[src/hw/corePkg.sv]
package corePkg;

    localparam int AddrW = 32;
    localparam int DataW = 32;

    // instruction field widths
    localparam int OpcodeW = 7;
    localparam int RegW = 5;
    localparam int Funct3W = 3;

    typedef enum logic [OpcodeW-1:0] {
        OP     = 7'b0110011,
        OP_IMM = 7'b0010011,
        LOAD   = 7'b0000011,
        STORE  = 7'b0100011,
        BRANCH = 7'b1100011,
        JAL    = 7'b1101111
    } opcodeE;

    typedef enum logic [2:0] {
        IDLE,
        REQ,
        WAIT,
        HOLD_BJ,
        STALL
    } fetchStateE;

    typedef enum logic {
        READY,
        MEM_WAIT
    } execStateE;

    typedef struct packed {
        logic             valid;
        logic             write;
        logic [AddrW-1:0] addr;
        logic [DataW-1:0] wdata;
    } memReqT;

    typedef struct packed {
        logic             valid;
        logic [DataW-1:0] rdata;
    } memRspT;

    typedef struct packed {
        logic             valid;
        logic [AddrW-1:0] pc;
        logic [DataW-1:0] inst;
    } fetchOutT;

    // one redirect for both jump and branch
    typedef struct packed {
        logic             valid;
        logic [AddrW-1:0] target;
    } redirectT;

    typedef struct packed {
        logic             valid;
        logic [AddrW-1:0] pc;
        logic [RegW-1:0]  rd;
        logic [DataW-1:0] value;
    } retireT;

endpackage

[src/hw/memArbiter.sv]
`timescale 1ns/1ns

module memArbiter import corePkg::*; #(
    parameter int MemWords = 1024
) (
    input  logic   clk,
    input  logic   rst,
    input  memReqT hostReq,
    input  memReqT dataReq,
    input  memReqT fetchReq,
    output logic   hostGnt,
    output logic   dataGnt,
    output logic   fetchGnt,
    output memRspT hostRsp,
    output memRspT dataRsp,
    output memRspT fetchRsp,
    output memReqT memReq,
    input  memRspT memRsp
);

    // one-hot owner of the read in flight: host, data, fetch
    logic [2:0] rspSel;

    // fixed priority host > data > fetch
    assign hostGnt = hostReq.valid;
    assign dataGnt = dataReq.valid && !hostReq.valid;
    assign fetchGnt = fetchReq.valid && !hostReq.valid && !dataReq.valid;

    always_comb begin
        if (hostGnt) begin
            memReq = hostReq;
        end else if (dataGnt) begin
            memReq = dataReq;
        end else if (fetchGnt) begin
            memReq = fetchReq;
        end else begin
            memReq = '0;
        end
    end

    always_ff @(posedge clk or posedge rst) begin
        if (rst) begin
            rspSel <= '0;
        end else begin
            rspSel <= (memReq.valid && !memReq.write) ? {fetchGnt, dataGnt, hostGnt} : 3'b000;
        end
    end

    // read data fans out, only the owner sees valid
    always_comb begin
        hostRsp = {memRsp.valid && rspSel[0], memRsp.rdata};
        dataRsp = {memRsp.valid && rspSel[1], memRsp.rdata};
        fetchRsp = {memRsp.valid && rspSel[2], memRsp.rdata};
    end

    assert property (@(posedge clk) disable iff (rst)
        $onehot0({hostGnt, dataGnt, fetchGnt}));

    assert property (@(posedge clk) disable iff (rst)
        memReq.valid |-> (memReq.addr[AddrW-1:2] < MemWords));

endmodule

[config.mk]
export PLATFORM = sky130hd
export DESIGN_NAME = memArbiter
export DESIGN_NICKNAME = d
export VERILOG_FILES = /design/src/hw/corePkg.sv /design/src/hw/memArbiter.sv
export SDC_FILE = /design/constraint.sdc
export NUM_CORES = 1
export LEC_CHECK = 0
export BUFFER_PORTS_ARGS = -buffer_cell sky130_fd_sc_hd__buf_2
export CAP_MARGIN = 30
export CORE_AREA = 2 2 157 159
export DETAILED_ROUTE_END_ITERATION = 8
export DIE_AREA = 0 0 159 161
export SETUP_SLACK_MARGIN = 0.02
export SKIP_LAST_GASP = 1
export SYNTH_ARGS = -nofsm -noshare
export SYNTH_HDL_FRONTEND = slang
export SYNTH_SLANG_ARGS = --single-unit
[constraint.sdc]
create_clock -name clk -period 1.19 [get_ports clk]
set_clock_uncertainty 0.2 [all_clocks]
set_input_delay 0.238 -clock clk [delete_from_list [all_inputs] [get_ports clk]]
set_output_delay 0.238 -clock clk [all_outputs]
set_load 0.005 [all_outputs]
==> out/summary.txt <==
FP Rows: 57
worst slew pin tran: 0.1922 ns
Yosys cell types: 16
unrepaired setup endpoints after global routing: true
CTS Buf Count: 3
Final Cycle Share: 1.223
cells after synthesis: 404
max_cap viols: 0
initial antenna violation count: 0
GR Overflow Total: 0
drt first pass iters: 4
min-delay worst type: primary input to flip-flop
ANT cells: 0
Ports: 401
Die Area: 25600 µm²
post-DR wirelength/cell: 18.51 µm
Layout Utilization: 0.2261
endpoints failing setup: 71
max FFs per register: 3
violated checks: setup timing
Max VDD drop: 0.3905 mV
Initial Util: 0.1216
Routability Congestion: 0.8033
WP data required: 0.75 ns
PD cells: 476.7 nW/µm²
final WL: 17160 µm
Biggest register: rspSel
Syn Area/Cell: 7.210 µm²
sequential-to-total area share from yosys stat: 0.02577
final hold violations: 0
Buf+Inv Stages, Crit Path: 3
crit start category: primary input
Final WS setup: -0.2656 ns
mapped cell area: 2913 µm²
Syn-to-layout area delta: 86.04%
Tot GR Track Use: 0.1168
post-synthesis net count: 637
clock sinks: 3
H-tree Lvls: 1
worst hold slack: 0.1478 ns
vias per cell: 3.963
max incr delay on CP: 0.33 ns
clock root buffer: clkbuf_16
nature of the critical path endpoint: output pin
simple-gate share of the synthesized area: 0.3320
CTS tree: built
Total Power: 2.583 mW
Iter 0 DRT Violations: 134
Largest regs: rspSel: 3 flops
vias in the first global route: 3796
via count: 3674
crit-path max FO: 17
Post-DP HPWL: 9081 µm
CP cell instances: buf_16 > buf_16 > or3_1 > buf_2
main combinational cell family by area after synthesis: buffers and inverters
share of layout cells above drive strength 1: 0.7811
first-pass GRT wire length: 22500 µm
post-synthesis adder-cell area fraction: 0
Leak: 2.400 nW
Yosys warnings: 0
Crit path max-delay family: buffers and inverters
mux cell area share after synthesis: 0
Port Buffers: 272
Layout Nets: 837
complex-gate fraction of the synthesized area: 0.2994
post-route ant nets: 0
post-layout minimum cycle time: 1.456 ns
Yosys reg bits: 3
DRC: 0
WS Path Type: primary input to output pin
die height: 161 µm
Fmax: 687.0 MHz
XOR/XNOR Fraction of Synth Area: 0
Die X: 159 µm
core area: 23960 µm²
largest net degree at the start of global routing: 20
Reg clk slew, reported paths: 0.03 ns
Slew Limit Fails: 0
crit-path most repeated cell: buf_16
Max-slew headroom: 0.8718
outcome: complete, but fails checks
CP max stage cell: or3_1
CTS max path bufs: 2
Arr. time, crit path: 1.02 ns
-- cell families (layout without fill, tap and decap cells) --
logic type	after synthesis	count (layout)
simple gates	138	138
buf+inv	133	332
compound gates	130	130
flops	3	3
-- placed cells by master, fill, tap and decap left out --
master         count
a21oi_1           23
a21oi_2           98
a21oi_4            9
and2_1             3
and2b_1           11
buf_12             7
buf_16            23
buf_2            269
buf_4              2
buf_6              8
buf_8             10
clkbuf_1           1
clkbuf_16          8
dfrtp_1            3
dlygate4sd3_1      3
inv_1              1
nand3b_1          65
nor2b_1           21
nor2b_2            7
nor2b_4           29
nor3b_4            1
or3_1              1
-- synth_stat cells --
cell type	n	share of area
buf_2	11	0.019
clkbuf_8	2	0.0095
clkbuf_1	7	0.0090
buf_4	100	0.26
inv_1	1	0.0013
dfrtp_1	3	0.026
a21oi_1	71	0.12
and2b_1	11	0.028
a21oi_2	59	0.18
nor3b_2	1	0.0043
nor2b_1	56	0.12
nor2b_2	1	0.0030
or3_1	1	0.0021
nand3b_1	65	0.17
and2_1	3	0.0064
buf_6	12	0.046
-- per-layer routing --
layer  track usage  part of all wire  routed length [µm]
met1        0.1307              0.37                6335
met2        0.2247              0.52                9001
met3       0.01567             0.069                1185
met4       0.04256             0.037                 635
met5             0                 0                   0
-- power by group --
group | switching, mW | total (mW) | internal [mW]
combinational | 0.854 | 1.95 | 1.09
sequential | 0.000945 | 0.108 | 0.107
clock | 0.0864 | 0.528 | 0.442
-- stage by stage --
step,TNS (ns),cells,cell area (µm²),setup slack [ns]
after floorplan,-0.06950,404,2962,-0.02899
after global placement,-19.62,893,3976,-0.3438
after detailed placement,-20.26,893,3976,-0.3476
after CTS,-15.23,920,5024,-0.2772
after global routing,-17.31,927,5419,-0.3156
final,-14.68,927,5419,-0.2656
-- repair_timing --
action,CTS,global route
setup endpoints to repair,71,72
hold buffers,3,0
setup buffers,0,2
gates resized for setup,120,60
pin swaps,4,6
endpoints found under the hold margin,5,0
gates cloned,20,6
-- worst paths after layout --
kind,start,endpoint,slack (ns),depth (start not counted)
setup / recovery,hostReq[65],memReq[65],-0.27,4
hold / removal,hostReq[64],rspSel[0]$_DFF_PP0_,0.15,2
max in group asynchronous,rst,rspSel[1]$_DFF_PP0_,0.44,3
min in group asynchronous,rst,rspSel[2]$_DFF_PP0_,0.22,3
-- final cells by class --
cell class	count	area, µm²
fillers	2647	18540
repair buffers	327	2530
well taps	324	405.4
flip-flops and latches	3	75.07
clock buffers	4	78.83
multi-input cells	268	2326
inverters	1	3.754
Note: power is estimated with default switching activity, not from simulation.
