===== src/hw/corePkg.sv =====
package corePkg;

    localparam int AddrW = 32;
    localparam int DataW = 32;

    // instruction field widths
    localparam int OpcodeW = 7;
    localparam int RegW = 5;
    localparam int Funct3W = 3;

    typedef enum logic [OpcodeW-1:0] {
        OP     = 7'b0110011,
        OP_IMM = 7'b0010011,
        LOAD   = 7'b0000011,
        STORE  = 7'b0100011,
        BRANCH = 7'b1100011,
        JAL    = 7'b1101111
    } opcodeE;

    typedef enum logic [2:0] {
        IDLE,
        REQ,
        WAIT,
        HOLD_BJ,
        STALL
    } fetchStateE;

    typedef enum logic {
        READY,
        MEM_WAIT
    } execStateE;

    typedef struct packed {
        logic             valid;
        logic             write;
        logic [AddrW-1:0] addr;
        logic [DataW-1:0] wdata;
    } memReqT;

    typedef struct packed {
        logic             valid;
        logic [DataW-1:0] rdata;
    } memRspT;

    typedef struct packed {
        logic             valid;
        logic [AddrW-1:0] pc;
        logic [DataW-1:0] inst;
    } fetchOutT;

    // one redirect for both jump and branch
    typedef struct packed {
        logic             valid;
        logic [AddrW-1:0] target;
    } redirectT;

    typedef struct packed {
        logic             valid;
        logic [AddrW-1:0] pc;
        logic [RegW-1:0]  rd;
        logic [DataW-1:0] value;
    } retireT;

endpackage


===== src/hw/fetchUnit.sv =====
`timescale 1ns/1ns

module fetchUnit import corePkg::*; (
    input  logic     clk,
    input  logic     rst,
    input  logic     start,
    input  logic     stall,
    input  redirectT redirect,
    output memReqT   fetchReq,
    input  logic     fetchGnt,
    input  memRspT   fetchRsp,
    output fetchOutT fetchOut
);

    fetchStateE state;
    logic [AddrW-1:0] pc;
    logic deliver;
    logic deliverBJ;

    // request stays up for the whole REQ state
    always_comb begin
        fetchReq.valid = (state == REQ);
        fetchReq.write = 1'b0;
        fetchReq.addr = pc;
        fetchReq.wdata = '0;
    end

    // instruction goes to execute now, either fresh or from the stall buffer
    always_comb begin
        deliver = 1'b0;
        deliverBJ = 1'b0;
        if (state == WAIT && fetchRsp.valid && !stall) begin
            deliver = 1'b1;
            deliverBJ = fetchRsp.rdata[6];
        end else if (state == STALL && !stall) begin
            deliver = 1'b1;
            deliverBJ = fetchOut.inst[6];
        end
    end

    always_ff @(posedge clk or posedge rst) begin
        if (rst) begin
            state <= IDLE;
            pc <= '0;
            fetchOut <= '0;
        end else begin
            fetchOut.valid <= 1'b0;
            case (state)
                IDLE: begin
                    if (start) begin
                        pc <= '0;
                        state <= REQ;
                    end
                end
                REQ: begin
                    if (fetchGnt) begin
                        state <= WAIT;
                    end
                end
                WAIT: begin
                    if (fetchRsp.valid) begin
                        fetchOut.pc <= pc;
                        fetchOut.inst <= fetchRsp.rdata;
                        if (stall) begin
                            state <= STALL;
                        end
                    end
                end
                HOLD_BJ: begin
                    if (redirect.valid) begin
                        pc <= redirect.target;
                        state <= REQ;
                    end
                end
                default: begin
                    // STALL keeps the captured word until stall drops
                    state <= STALL;
                end
            endcase

            if (deliver) begin
                fetchOut.valid <= 1'b1;
                if (deliverBJ) begin
                    state <= HOLD_BJ;
                end else begin
                    pc <= pc + 4;
                    state <= REQ;
                end
            end
        end
    end

    // held request may not change before its grant
    assert property (@(posedge clk) disable iff (rst)
        fetchReq.valid && !fetchGnt |=> $stable(fetchReq));

endmodule


===== config.mk =====
export PLATFORM = sky130hd
export DESIGN_NAME = fetchUnit
export DESIGN_NICKNAME = d
export VERILOG_FILES = /design/src/hw/corePkg.sv /design/src/hw/fetchUnit.sv
export SDC_FILE = /design/constraint.sdc
export NUM_CORES = 1
export LEC_CHECK = 0
export BUFFER_PORTS_ARGS = -buffer_cell sky130_fd_sc_hd__buf_2
export CORE_UTILIZATION = 40
export DETAILED_ROUTE_END_ITERATION = 10
export GPL_ROUTABILITY_DRIVEN = 0
export GPL_TIMING_DRIVEN = 0
export HOLD_SLACK_MARGIN = 0.08
export PLACE_DENSITY = 0.68
export SLEW_MARGIN = 20
export SYNTH_ARGS = -nofsm -noshare
export SYNTH_HDL_FRONTEND = slang
export SYNTH_SLANG_ARGS = --single-unit

===== constraint.sdc =====
create_clock -name clk -period 4.25 [get_ports clk]
set_clock_uncertainty 0.1 [all_clocks]
set_input_delay 0.6375 -clock clk [delete_from_list [all_inputs] [get_ports clk]]
set_output_delay 0.6375 -clock clk [all_outputs]
set_load 0.02 [all_outputs]

==> impl_metrics.json <==
{
  "initial_core_util_pct": 41.0,
  "status": "finished clean",
  "rows": 40,
  "drc_errors": 0,
  "ctsHoldBuffers": 0,
  "ir_drop_mv": 0.480,
  "cts_tree": "done",
  "slew_headroom_pct": 25.2,
  "drv_slew": 0,
  "antenna_found_initial": 1,
  "vias": 4189,
  "grt_util_all_layers_pct": 21.5,
  "grt_pass1_wl_microns": 20900,
  "setup_tns_ns": 0,
  "path_clk_slew_ns": 0.07,
  "dieArea_sq_um": 12800,
  "multiInputGateArea_sq_um": 2120,
  "synth_top_area_share_pct": 50.8,
  "syn-cell-area_sq_um": 4930,
  "ioPinCount": 202,
  "crit_slowest_cell": "nor4_1",
  "hold_viol_final": 0,
  "die_w_microns": 113,
  "r2r-end": "pc[23]",
  "timing.hold.ws_ns": 0.153,
  "post_cts_resized": 0,
  "power_leakage_nw": 3.32,
  "place_hpwl_microns": 9920,
  "cp.buffers_inverters": 0,
  "wl_per_cell_microns": 16.9,
  "fill_cells": 1094,
  "yosysWarnings": 0,
  "crit_arrival_ns": 2.73,
  "slowest_delay_ns": 0.91,
  "max_freq_ghz": 0.387,
  "path_cells": "nand4_1 > nor4_1 > and3_1 > o21ai_0 > a221o_1",
  "crit_path_end_kind": "flip-flop",
  "maxCapViolations": 0,
  "hp-class": "in2async",
  "r2r_slack_ns": 1.66,
  "setup_viol": 0,
  "synth_seq_cells": 100,
  "timing_worst_slew_pin_value_ns": 1.11,
  "cts_max_level": 3,
  "crit_type": "reg2reg",
  "synth_edf_count": 0,
  "synthToLayoutAreaGrowth_pct": 29.7,
  "insertion_delay_ns": 0.35,
  "worstRegToRegCells": 5,
  "p_total_w": 0.00436,
  "synth_seq_area_share_pct": 50.8,
  "synth.most_common_cell": "dfrtp_1",
  "drive_gt1_share_pct": 47.7,
  "power_density_nw_per_um2": 682,
  "portBuffers": 168,
  "grt_overflow": 0,
  "crit_family": "simple AND/OR/NAND/NOR gates",
  "final_nets": 714,
  "setup_ws_ns": 1.66,
  "ant_nets": 0,
  "num_antenna_cells": 0,
  "die_h_microns": 113,
  "startpoint_type": "flip-flop",
  "reg2reg_from": "pc[2]",
  "drtIter0Drc": 216,
  "yosysTopAreaCell": "dfrtp_1",
  "postSynthAreaPerCell_sq_um": 11.5,
  "wl_microns": 13400,
  "synth_ff_type": "dfrtp_1",
  "setup.worst_path.start": "pc[2]",
  "synthArstFlopShare_pct": 100,
  "coreArea_sq_um": 12000,
  "regArea_sq_um": 2500,
  "viasPerCell": 5.28,
  "ys_top_cells_by_count": "100 x dfrtp_1, 64 x mux2_2, 37 x buf_4, 25 x o21ai_0, 24 x nand2_1",
  "yosys-top-cells-area": "dfrtp_1 51%, mux2_2 15%, buf_4 5.6%",
  "finalCriticalPeriod_ns": 2.59,
  "pre_cts_ws_ns": 1.60,
  "grt_start_max_net_pins": 73,
  "cts_root_buf": "clkbuf_16",
  "grt_pass1_vias": 4074,
  "critPathRequiredTime_ns": 4.39,
  "path_max_fanout": 8,
  "synth_cell_types": 58,
  "synthCells": 430,
  "cts_buffers": 9,
  "cts.sinks": 100,
  "cts_buffer_depth": 2,
  "drt-pass1-iter-count": 4,
  "finalCritPeriodShare_pct": 60.9,
  "grt_setup_unrepaired": "false",
  "post-cts-setup-buffer-count": 0
}
-- placed cells by master (no fill, tap or decap), types with 3 or more instances in the layout --
master,netlist,layout
a211oi_1,3,3
a21o_1,6,6
a21oi_1,9,9
a221o_1,8,8
a221oi_1,3,3
a311oi_1,3,3
and2_1,3,3
and3_1,5,5
buf_2,13,181
buf_4,37,37
buf_6,3,3
clkbuf_1,6,7
clkbuf_16,0,9
clkbuf_8,0,4
conb_1,1,33
dfrtp_1,100,100
inv_1,8,7
mux2_2,64,64
nand2_1,24,24
nand3_1,15,15
nand4_1,9,9
nor2_1,8,8
nor2b_1,5,5
nor3_1,8,8
nor3b_1,4,4
nor4_1,10,10
o211ai_1,4,4
o21ai_0,25,25
o21ai_1,5,5
o311ai_1,3,3
o31a_1,3,3
-- flip-flops by register name, indices dropped and copies added (netlist names) --
| name | cells |
|---|---|
| fetchOut | 65 |
| pc | 32 |
| state | 3 |
-- metrics by stage --
stage	util, %	std cells	instance area (sq um)
finish	53.3	793	6400
global route	53.3	793	6400
CTS	53.3	793	6400
detailed placement	50.8	778	6110
global placement	50.6	777	6070
floorplan	-	462	5050
-- worst max-delay path by stage --
stage	to	slack (ns)	depth (start not counted)
finish	pc[23]	1.66	5
global route	pc[23]	1.54	5
global placement	fetchOut[43]	-0.20	2
CTS	pc[23]	1.83	5
detailed placement	fetchOut[35]	1.60	5
floorplan	fetchOut[0]	0.89	1
-- area by class of cell --
| class | count | area share [%] |
|---|---|---|
| flip-flops and latches | 100 | 39.1 |
| plain buffers | 59 | 6.24 |
| clock inverters | 1 | 0.0782 |
| inverters | 8 | 0.548 |
| multi-input cells | 295 | 33.1 |
| well taps | 147 | 2.88 |
| repair buffers | 169 | 13.6 |
| clock buffers | 14 | 4.44 |
-- routing by layer --
metal	GRT usage, %	share of wire (%)	up-vias
li1	-	-	1947
met5	0	0	-
met4	8.16	1.7	0
met3	6.80	8.4	19
met2	34.9	48	182
met1	26.8	42	2041
-- report_power, final --
part | switching (W) | internal, W | total, W
registers | 0.000335 | 0.00134 | 0.00167
clock network | 0.000347 | 0.000457 | 0.000804
logic | 0.00112 | 0.000762 | 0.00188
total | 0.00181 | 0.00255 | 0.00436
-- cells by family after synthesis --
| logic type | share of synthesized area (%) |
|---|---|
| adder cells (fa/ha/maj) | 0.254 |
| multiplexers | 14.8 |
| buffers and inverters | 8.71 |
| other | 0.0761 |
| AND/OR/NAND/NOR | 12.7 |
| AO/OA/AOI/OAI | 12.5 |
| flip-flops | 50.8 |
| XOR/XNOR | 0.178 |
Note: power is estimated with default switching activity, not from simulation.
