**src/hw/corePkg.sv**
```systemverilog
package corePkg;

    localparam int AddrW = 32;
    localparam int DataW = 32;

    // instruction field widths
    localparam int OpcodeW = 7;
    localparam int RegW = 5;
    localparam int Funct3W = 3;

    typedef enum logic [OpcodeW-1:0] {
        OP     = 7'b0110011,
        OP_IMM = 7'b0010011,
        LOAD   = 7'b0000011,
        STORE  = 7'b0100011,
        BRANCH = 7'b1100011,
        JAL    = 7'b1101111
    } opcodeE;

    typedef enum logic [2:0] {
        IDLE,
        REQ,
        WAIT,
        HOLD_BJ,
        STALL
    } fetchStateE;

    typedef enum logic {
        READY,
        MEM_WAIT
    } execStateE;

    typedef struct packed {
        logic             valid;
        logic             write;
        logic [AddrW-1:0] addr;
        logic [DataW-1:0] wdata;
    } memReqT;

    typedef struct packed {
        logic             valid;
        logic [DataW-1:0] rdata;
    } memRspT;

    typedef struct packed {
        logic             valid;
        logic [AddrW-1:0] pc;
        logic [DataW-1:0] inst;
    } fetchOutT;

    // one redirect for both jump and branch
    typedef struct packed {
        logic             valid;
        logic [AddrW-1:0] target;
    } redirectT;

    typedef struct packed {
        logic             valid;
        logic [AddrW-1:0] pc;
        logic [RegW-1:0]  rd;
        logic [DataW-1:0] value;
    } retireT;

endpackage

```
**src/hw/execUnit.sv**
```systemverilog
`timescale 1ns/1ns

module execUnit import corePkg::*; (
    input  logic     clk,
    input  logic     rst,
    input  fetchOutT fetchOut,
    output logic     stall,
    output redirectT redirect,
    output memReqT   dataReq,
    input  logic     dataGnt,
    input  memRspT   dataRsp,
    output retireT   retire
);

    execStateE state;
    logic [DataW-1:0] regs [32];

    logic [DataW-1:0] inst;
    opcodeE opcode;
    logic [RegW-1:0] rd;
    logic [RegW-1:0] rs1;
    logic [RegW-1:0] rs2;
    logic [Funct3W-1:0] funct3;
    logic funct7b5;
    logic [DataW-1:0] immI;
    logic [DataW-1:0] immS;
    logic [DataW-1:0] immB;
    logic [DataW-1:0] immJ;
    logic [DataW-1:0] rs1Val;
    logic [DataW-1:0] rs2Val;
    logic [DataW-1:0] aluRes;
    logic aluOk;
    logic brTaken;
    logic isMem;
    logic issue;
    logic [RegW-1:0] loadRd;
    logic [AddrW-1:0] memPc;
    logic wbEn;
    logic [RegW-1:0] wbRd;
    logic [DataW-1:0] wbVal;
    logic retireNow;
    logic [AddrW-1:0] retirePc;

    assign inst = fetchOut.inst;
    assign opcode = opcodeE'(inst[6:0]);
    assign rd = inst[11:7];
    assign funct3 = inst[14:12];
    assign rs1 = inst[19:15];
    assign rs2 = inst[24:20];
    assign funct7b5 = inst[30];

    assign immI = {{20{inst[31]}}, inst[31:20]};
    assign immS = {{20{inst[31]}}, inst[31:25], inst[11:7]};
    assign immB = {{19{inst[31]}}, inst[31], inst[7], inst[30:25], inst[11:8], 1'b0};
    assign immJ = {{11{inst[31]}}, inst[31], inst[19:12], inst[20], inst[30:21], 1'b0};

    // x0 is hardwired to zero
    assign rs1Val = (rs1 == '0) ? '0 : regs[rs1];
    assign rs2Val = (rs2 == '0) ? '0 : regs[rs2];

    always_comb begin
        aluRes = '0;
        aluOk = 1'b0;
        if (opcode == OP) begin
            aluOk = 1'b1;
            case (funct3)
                3'b000: aluRes = funct7b5 ? rs1Val - rs2Val : rs1Val + rs2Val;
                3'b100: aluRes = rs1Val ^ rs2Val;
                3'b110: aluRes = rs1Val | rs2Val;
                3'b111: aluRes = rs1Val & rs2Val;
                default: aluOk = 1'b0;
            endcase
        end else if (opcode == OP_IMM && funct3 == 3'b000) begin
            aluOk = 1'b1;
            aluRes = rs1Val + immI;
        end
    end

    // beq and bne only, anything else falls through
    assign brTaken = (funct3 == 3'b000) ? (rs1Val == rs2Val) :
                     (funct3 == 3'b001) ? (rs1Val != rs2Val) : 1'b0;

    assign isMem = (opcode == LOAD) || (opcode == STORE);
    assign issue = (state == READY) && fetchOut.valid;
    assign stall = (state == MEM_WAIT);

    // writes to x0 and non-writing ops retire with rd 0 and value 0
    always_comb begin
        wbEn = 1'b0;
        wbRd = rd;
        wbVal = aluRes;
        if (state == MEM_WAIT) begin
            wbEn = dataRsp.valid && (loadRd != '0);
            wbRd = loadRd;
            wbVal = dataRsp.rdata;
        end else if (issue) begin
            if (opcode == JAL) begin
                wbEn = (rd != '0);
                wbVal = fetchOut.pc + 4;
            end else begin
                wbEn = aluOk && (rd != '0);
            end
        end
    end

    assign retireNow = (issue && !isMem) ||
                       (state == MEM_WAIT && (dataRsp.valid || (dataGnt && dataReq.write)));
    assign retirePc = (state == MEM_WAIT) ? memPc : fetchOut.pc;

    always_ff @(posedge clk) begin
        if (wbEn) begin
            regs[wbRd] <= wbVal;
        end
    end

    always_ff @(posedge clk or posedge rst) begin
        if (rst) begin
            state <= READY;
            dataReq <= '0;
            redirect <= '0;
            retire <= '0;
            loadRd <= '0;
            memPc <= '0;
        end else begin
            redirect.valid <= 1'b0;
            retire.valid <= retireNow;
            retire.pc <= retirePc;
            retire.rd <= wbEn ? wbRd : '0;
            retire.value <= wbEn ? wbVal : '0;
            case (state)
                READY: begin
                    if (fetchOut.valid) begin
                        case (opcode)
                            JAL: begin
                                redirect.valid <= 1'b1;
                                redirect.target <= fetchOut.pc + immJ;
                            end
                            BRANCH: begin
                                redirect.valid <= 1'b1;
                                redirect.target <= brTaken ? fetchOut.pc + immB : fetchOut.pc + 4;
                            end
                            LOAD, STORE: begin
                                dataReq.valid <= 1'b1;
                                dataReq.write <= (opcode == STORE);
                                dataReq.addr <= rs1Val + ((opcode == STORE) ? immS : immI);
                                dataReq.wdata <= rs2Val;
                                loadRd <= (opcode == LOAD) ? rd : '0;
                                memPc <= fetchOut.pc;
                                state <= MEM_WAIT;
                            end
                            default: begin
                            end
                        endcase
                    end
                end
                default: begin
                    if (dataGnt) begin
                        dataReq.valid <= 1'b0;
                    end
                    // store done at grant, load done at response
                    if (dataRsp.valid || (dataGnt && dataReq.write)) begin
                        state <= READY;
                    end
                end
            endcase
        end
    end

    // fetch has to hold its instruction while a load or store is pending
    assert property (@(posedge clk) disable iff (rst)
        state == MEM_WAIT |-> !fetchOut.valid);

endmodule

```
**config.mk**
```make
export PLATFORM = sky130hd
export DESIGN_NAME = execUnit
export DESIGN_NICKNAME = d
export VERILOG_FILES = /design/src/hw/corePkg.sv /design/src/hw/execUnit.sv
export SDC_FILE = /design/constraint.sdc
export NUM_CORES = 2
export LEC_CHECK = 0
export ABC_AREA = 1
export BUFFER_PORTS_ARGS = -buffer_cell sky130_fd_sc_hd__buf_2
export CAP_MARGIN = 20
export CORE_MARGIN = 5
export CORE_UTILIZATION = 35
export CTS_CLUSTER_SIZE = 16
export DETAILED_ROUTE_END_ITERATION = 12
export PLACE_DENSITY_LB_ADDON = 0.12
export SYNTH_ARGS = -nofsm -noshare
export SYNTH_HDL_FRONTEND = slang
export SYNTH_SLANG_ARGS = --single-unit
```
**constraint.sdc**
```tcl
create_clock -name clk -period 13.45 [get_ports clk]
set_clock_uncertainty 0.2 [all_clocks]
set_input_delay 2.69 -clock clk [delete_from_list [all_inputs] [get_ports clk]]
set_output_delay 2.69 -clock clk [all_outputs]
set_load 0.01 [all_outputs]
```
==> qor.yml <==
status:
  outcome: "complete, no violations"
synthesis:
  synth-compound-area-share: 0.187
  synth_fa_ha_area_frac: 0.0316
  synthSimpleGateAreaFrac: 0.192
  yosys.area.top_type: "edfxtp_1"
  synth_mux_area_frac: 0.000436
  syn_area_per_cell_um2: 8.71
  synth_top_family_by_area: "simple AND/OR/NAND/NOR gates"
  synth_xor_area_frac: 0.00878
  ys_ff_latch: 1231
  syn_area_mm2: 0.0688
  ys_warn_count: 0
  ys_seq_area_frac: 0.522
  synth_edf_count: 1024
  synthFlopType: "edfxtp_1"
  synthTopCellsByArea: "edfxtp_1, o21ai_0, dfrtp_1"
  synth_top_area_frac: 0.447
  synth_cell_types: 62
  synthArstFlopShare: 0.168
  netlist_instances: 7896
placement:
  gp_congestion: 1.03
  place_ws_ps: 3410
  dp_hpwl_mm: 211
  io_buffers: 270
  dp.cells: 10400
  dpl-instance-area_mm2: 0.0731
sta:
  fin_crit_sh: 0.703
  min_period_ps: 9450
  worst_slack_ps: 4000
  finalMaxSlewViolations: 0
  slew_headroom: 0.175
  setup_violations: 0
  finalSetupTns_ps: 0
  finalHoldViolations: 0
  tightest_slew_ps: 1230
  max_freq_mhz: 106
  rsz0062_at_grt: "false"
grt:
  grt_antenna_before_repair: 16
  grt_pass1_wl_mm: 460
  grt_pass1_vias: 60200
  grt.total_usage: 0.310
  overflow: 0
  grt_max_degree: 174
job:
  drv_cap: 0
floorplan:
  rows: 162
  fp.dieW_um: 453
  start_util: 0.353
  coreArea_mm2: 0.195
  io_pins: 271
  fp.dieH_um: 453
  dieArea_mm2: 0.206
critical_path:
  crit_slowest_cell: "buf_4"
  crit_arrival_ps: 9560
  crit_fanout: 67
  cp-start-kind: "primary input"
  crit_path_end_kind: "flip-flop"
  crit_family: "simple AND/OR/NAND/NOR gates"
  cp.required_ps: 13550
  path_buf_inv: 4
  crit_type: "primary input to flip-flop"
  crit_top_cell: "nand2_1"
  max_stage_delay_ps: 780
finish:
  seq_area_mm2: 0.0359
  nets: 8250
  multi_input_area_mm2: 0.0293
  mostFrequentLayoutCells: "nand2_1, o21ai_0, nor2_1"
  fin_area_mm2: 0.0780
  n_fill_cell: 19400
  fin_cells: 10700
  layout_commonest_cell: "nand2_1"
  area_growth_pct: 13.3
  layout-drive-gt1-share: 0.0961
routing:
  drc_errors: 0
  first_pass_iters: 12
  num_vias: 64700
  routed_wl_mm: 330
  wire_per_inst_um: 30.8
  vias_per_cell: 6.03
  ant_nets: 0
  drt_iter0_drc: 8490
clock_tree:
  htree_levels: 4
  clk_pin_slew_ps: 50
  insertion_delay_ps: 830
  post_cts_resized: 0
  clk_path_buf_depth: 3
  cts_sinks: 1231
  cts_tree: "done"
  postCtsSetupRepairBufs: 0
  root_buffer: "clkbuf_16"
  hold_buffers: 0
  cts_buffers: 146
pwr:
  intPower_mw: 6.97
  switching_share: 0.307
  vdd_drop_max_mv: 0.140
  switching_power_mw: 3.08
  pwr-share-clk: 0.398
  p_leak_nw: 31.6
  power.density_mw_per_mm2: 129
  seq_power_share: 0.421
  total_power_mw: 10.1
  pwr-share-comb: 0.181
min_path:
  min_path_type: "flip-flop to flip-flop"
==> final cells by class <==
type                    instances  share of cell area
flip-flops and latches       1231               0.461
clock inverters                78             0.00973
repair buffers                432              0.0370
clock buffers                 189              0.0509
diodes                         11            0.000353
multi-input cells            5708               0.376
well taps                    2624              0.0421
inverters                     458              0.0227
==> worst reg2reg max path, cell delays in order, from the launching register on <==
cell and delay, ps:
edfxtp_1 400, o21ai_0 170, o22ai_1 110, o211ai_1 180
nand2_1 110, o211ai_1 970, inv_1 360, ha_1 320
a21oi_1 210, a21boi_0 260, o21ai_0 150, a21oi_1 240
o21ai_0 250, a21oi_1 220, xor2_1 220, nand2_1 80
nand3_1 100, o211ai_1 190, nand2_1 120, nand3_1 180
nand2_1 160, nand2_1 580
==> final timing paths <==
path,from,to,slack [ps],cells past startpoint
worst min register to register,dataReq[43],dataReq[43],270,1
worst min-delay path,dataReq[43],dataReq[43],270,1
max in group asynchronous,rst,retire[3],8960,4
worst max-delay path,fetchOut[21],regs[4][24],4000,31
min in group asynchronous,rst,memPc[31],1770,2
worst max register to register,regs[10][10],regs[28][18],7140,21
==> flip-flops by register name (all words and copies together), names as in the netlist <==
register	flops
regs	1024
retire	70
dataReq	66
redirect	33
memPc	32
loadRd	5
stall	1
==> metal layers <==
metal	vias up	routed length, µm	GRT usage
li1	28200	-	-
met1	32000	138000	0.428
met2	3798	144000	0.471
met3	770	29900	0.0522
met4	8	18900	0.155
met5	-	47	0
==> synth_stat cells, types with 16 or more instances <==
library cell  instances
nor2_1             1131
ha_1                169
nand4_1              83
nand2_2              18
o21ai_0            1192
edfxtp_1           1024
o22ai_1             159
dfrtp_1             207
clkbuf_1            402
a211oi_1             18
nand3_1             563
xor2_1               61
o221ai_1            237
buf_2                51
o211ai_1             99
inv_1               438
buf_1                51
a21oi_1             429
nand2_1            1278
a31oi_1              41
buf_6                16
nor3_1               42
==> cells by family after synthesis <==
kind of cell,after synthesis
mux,3
simple gates,3181
flops,1231
xor+xnor,69
fa+ha+maj,172
compound gates,2251
buf+inv,988
other cells,1
==> power groups by stage <==
| stage | Combinational (mW) | Clock, mW | Sequential [mW] |
|---|---|---|---|
| after CTS | 1.78 | 4.05 | 4.24 |
| after detailed placement | 1.77 | 0 | 4.31 |
| after global placement | 1.78 | 0 | 4.31 |
| after global routing | 1.95 | 4.20 | 4.24 |
| final | 1.82 | 4.00 | 4.24 |
| after floorplan | 1.03 | 0 | 4.32 |
==> per-stage QoR <==
step / hold WS [ps] / utilization
floorplan: 253 / -
detailed placement: 267 / 0.374
finish: 273 / 0.399
global route: 293 / 0.399
global placement: 258 / 0.374
CTS: 279 / 0.399
No activity file was read; power rests on OpenSTA's default activity.
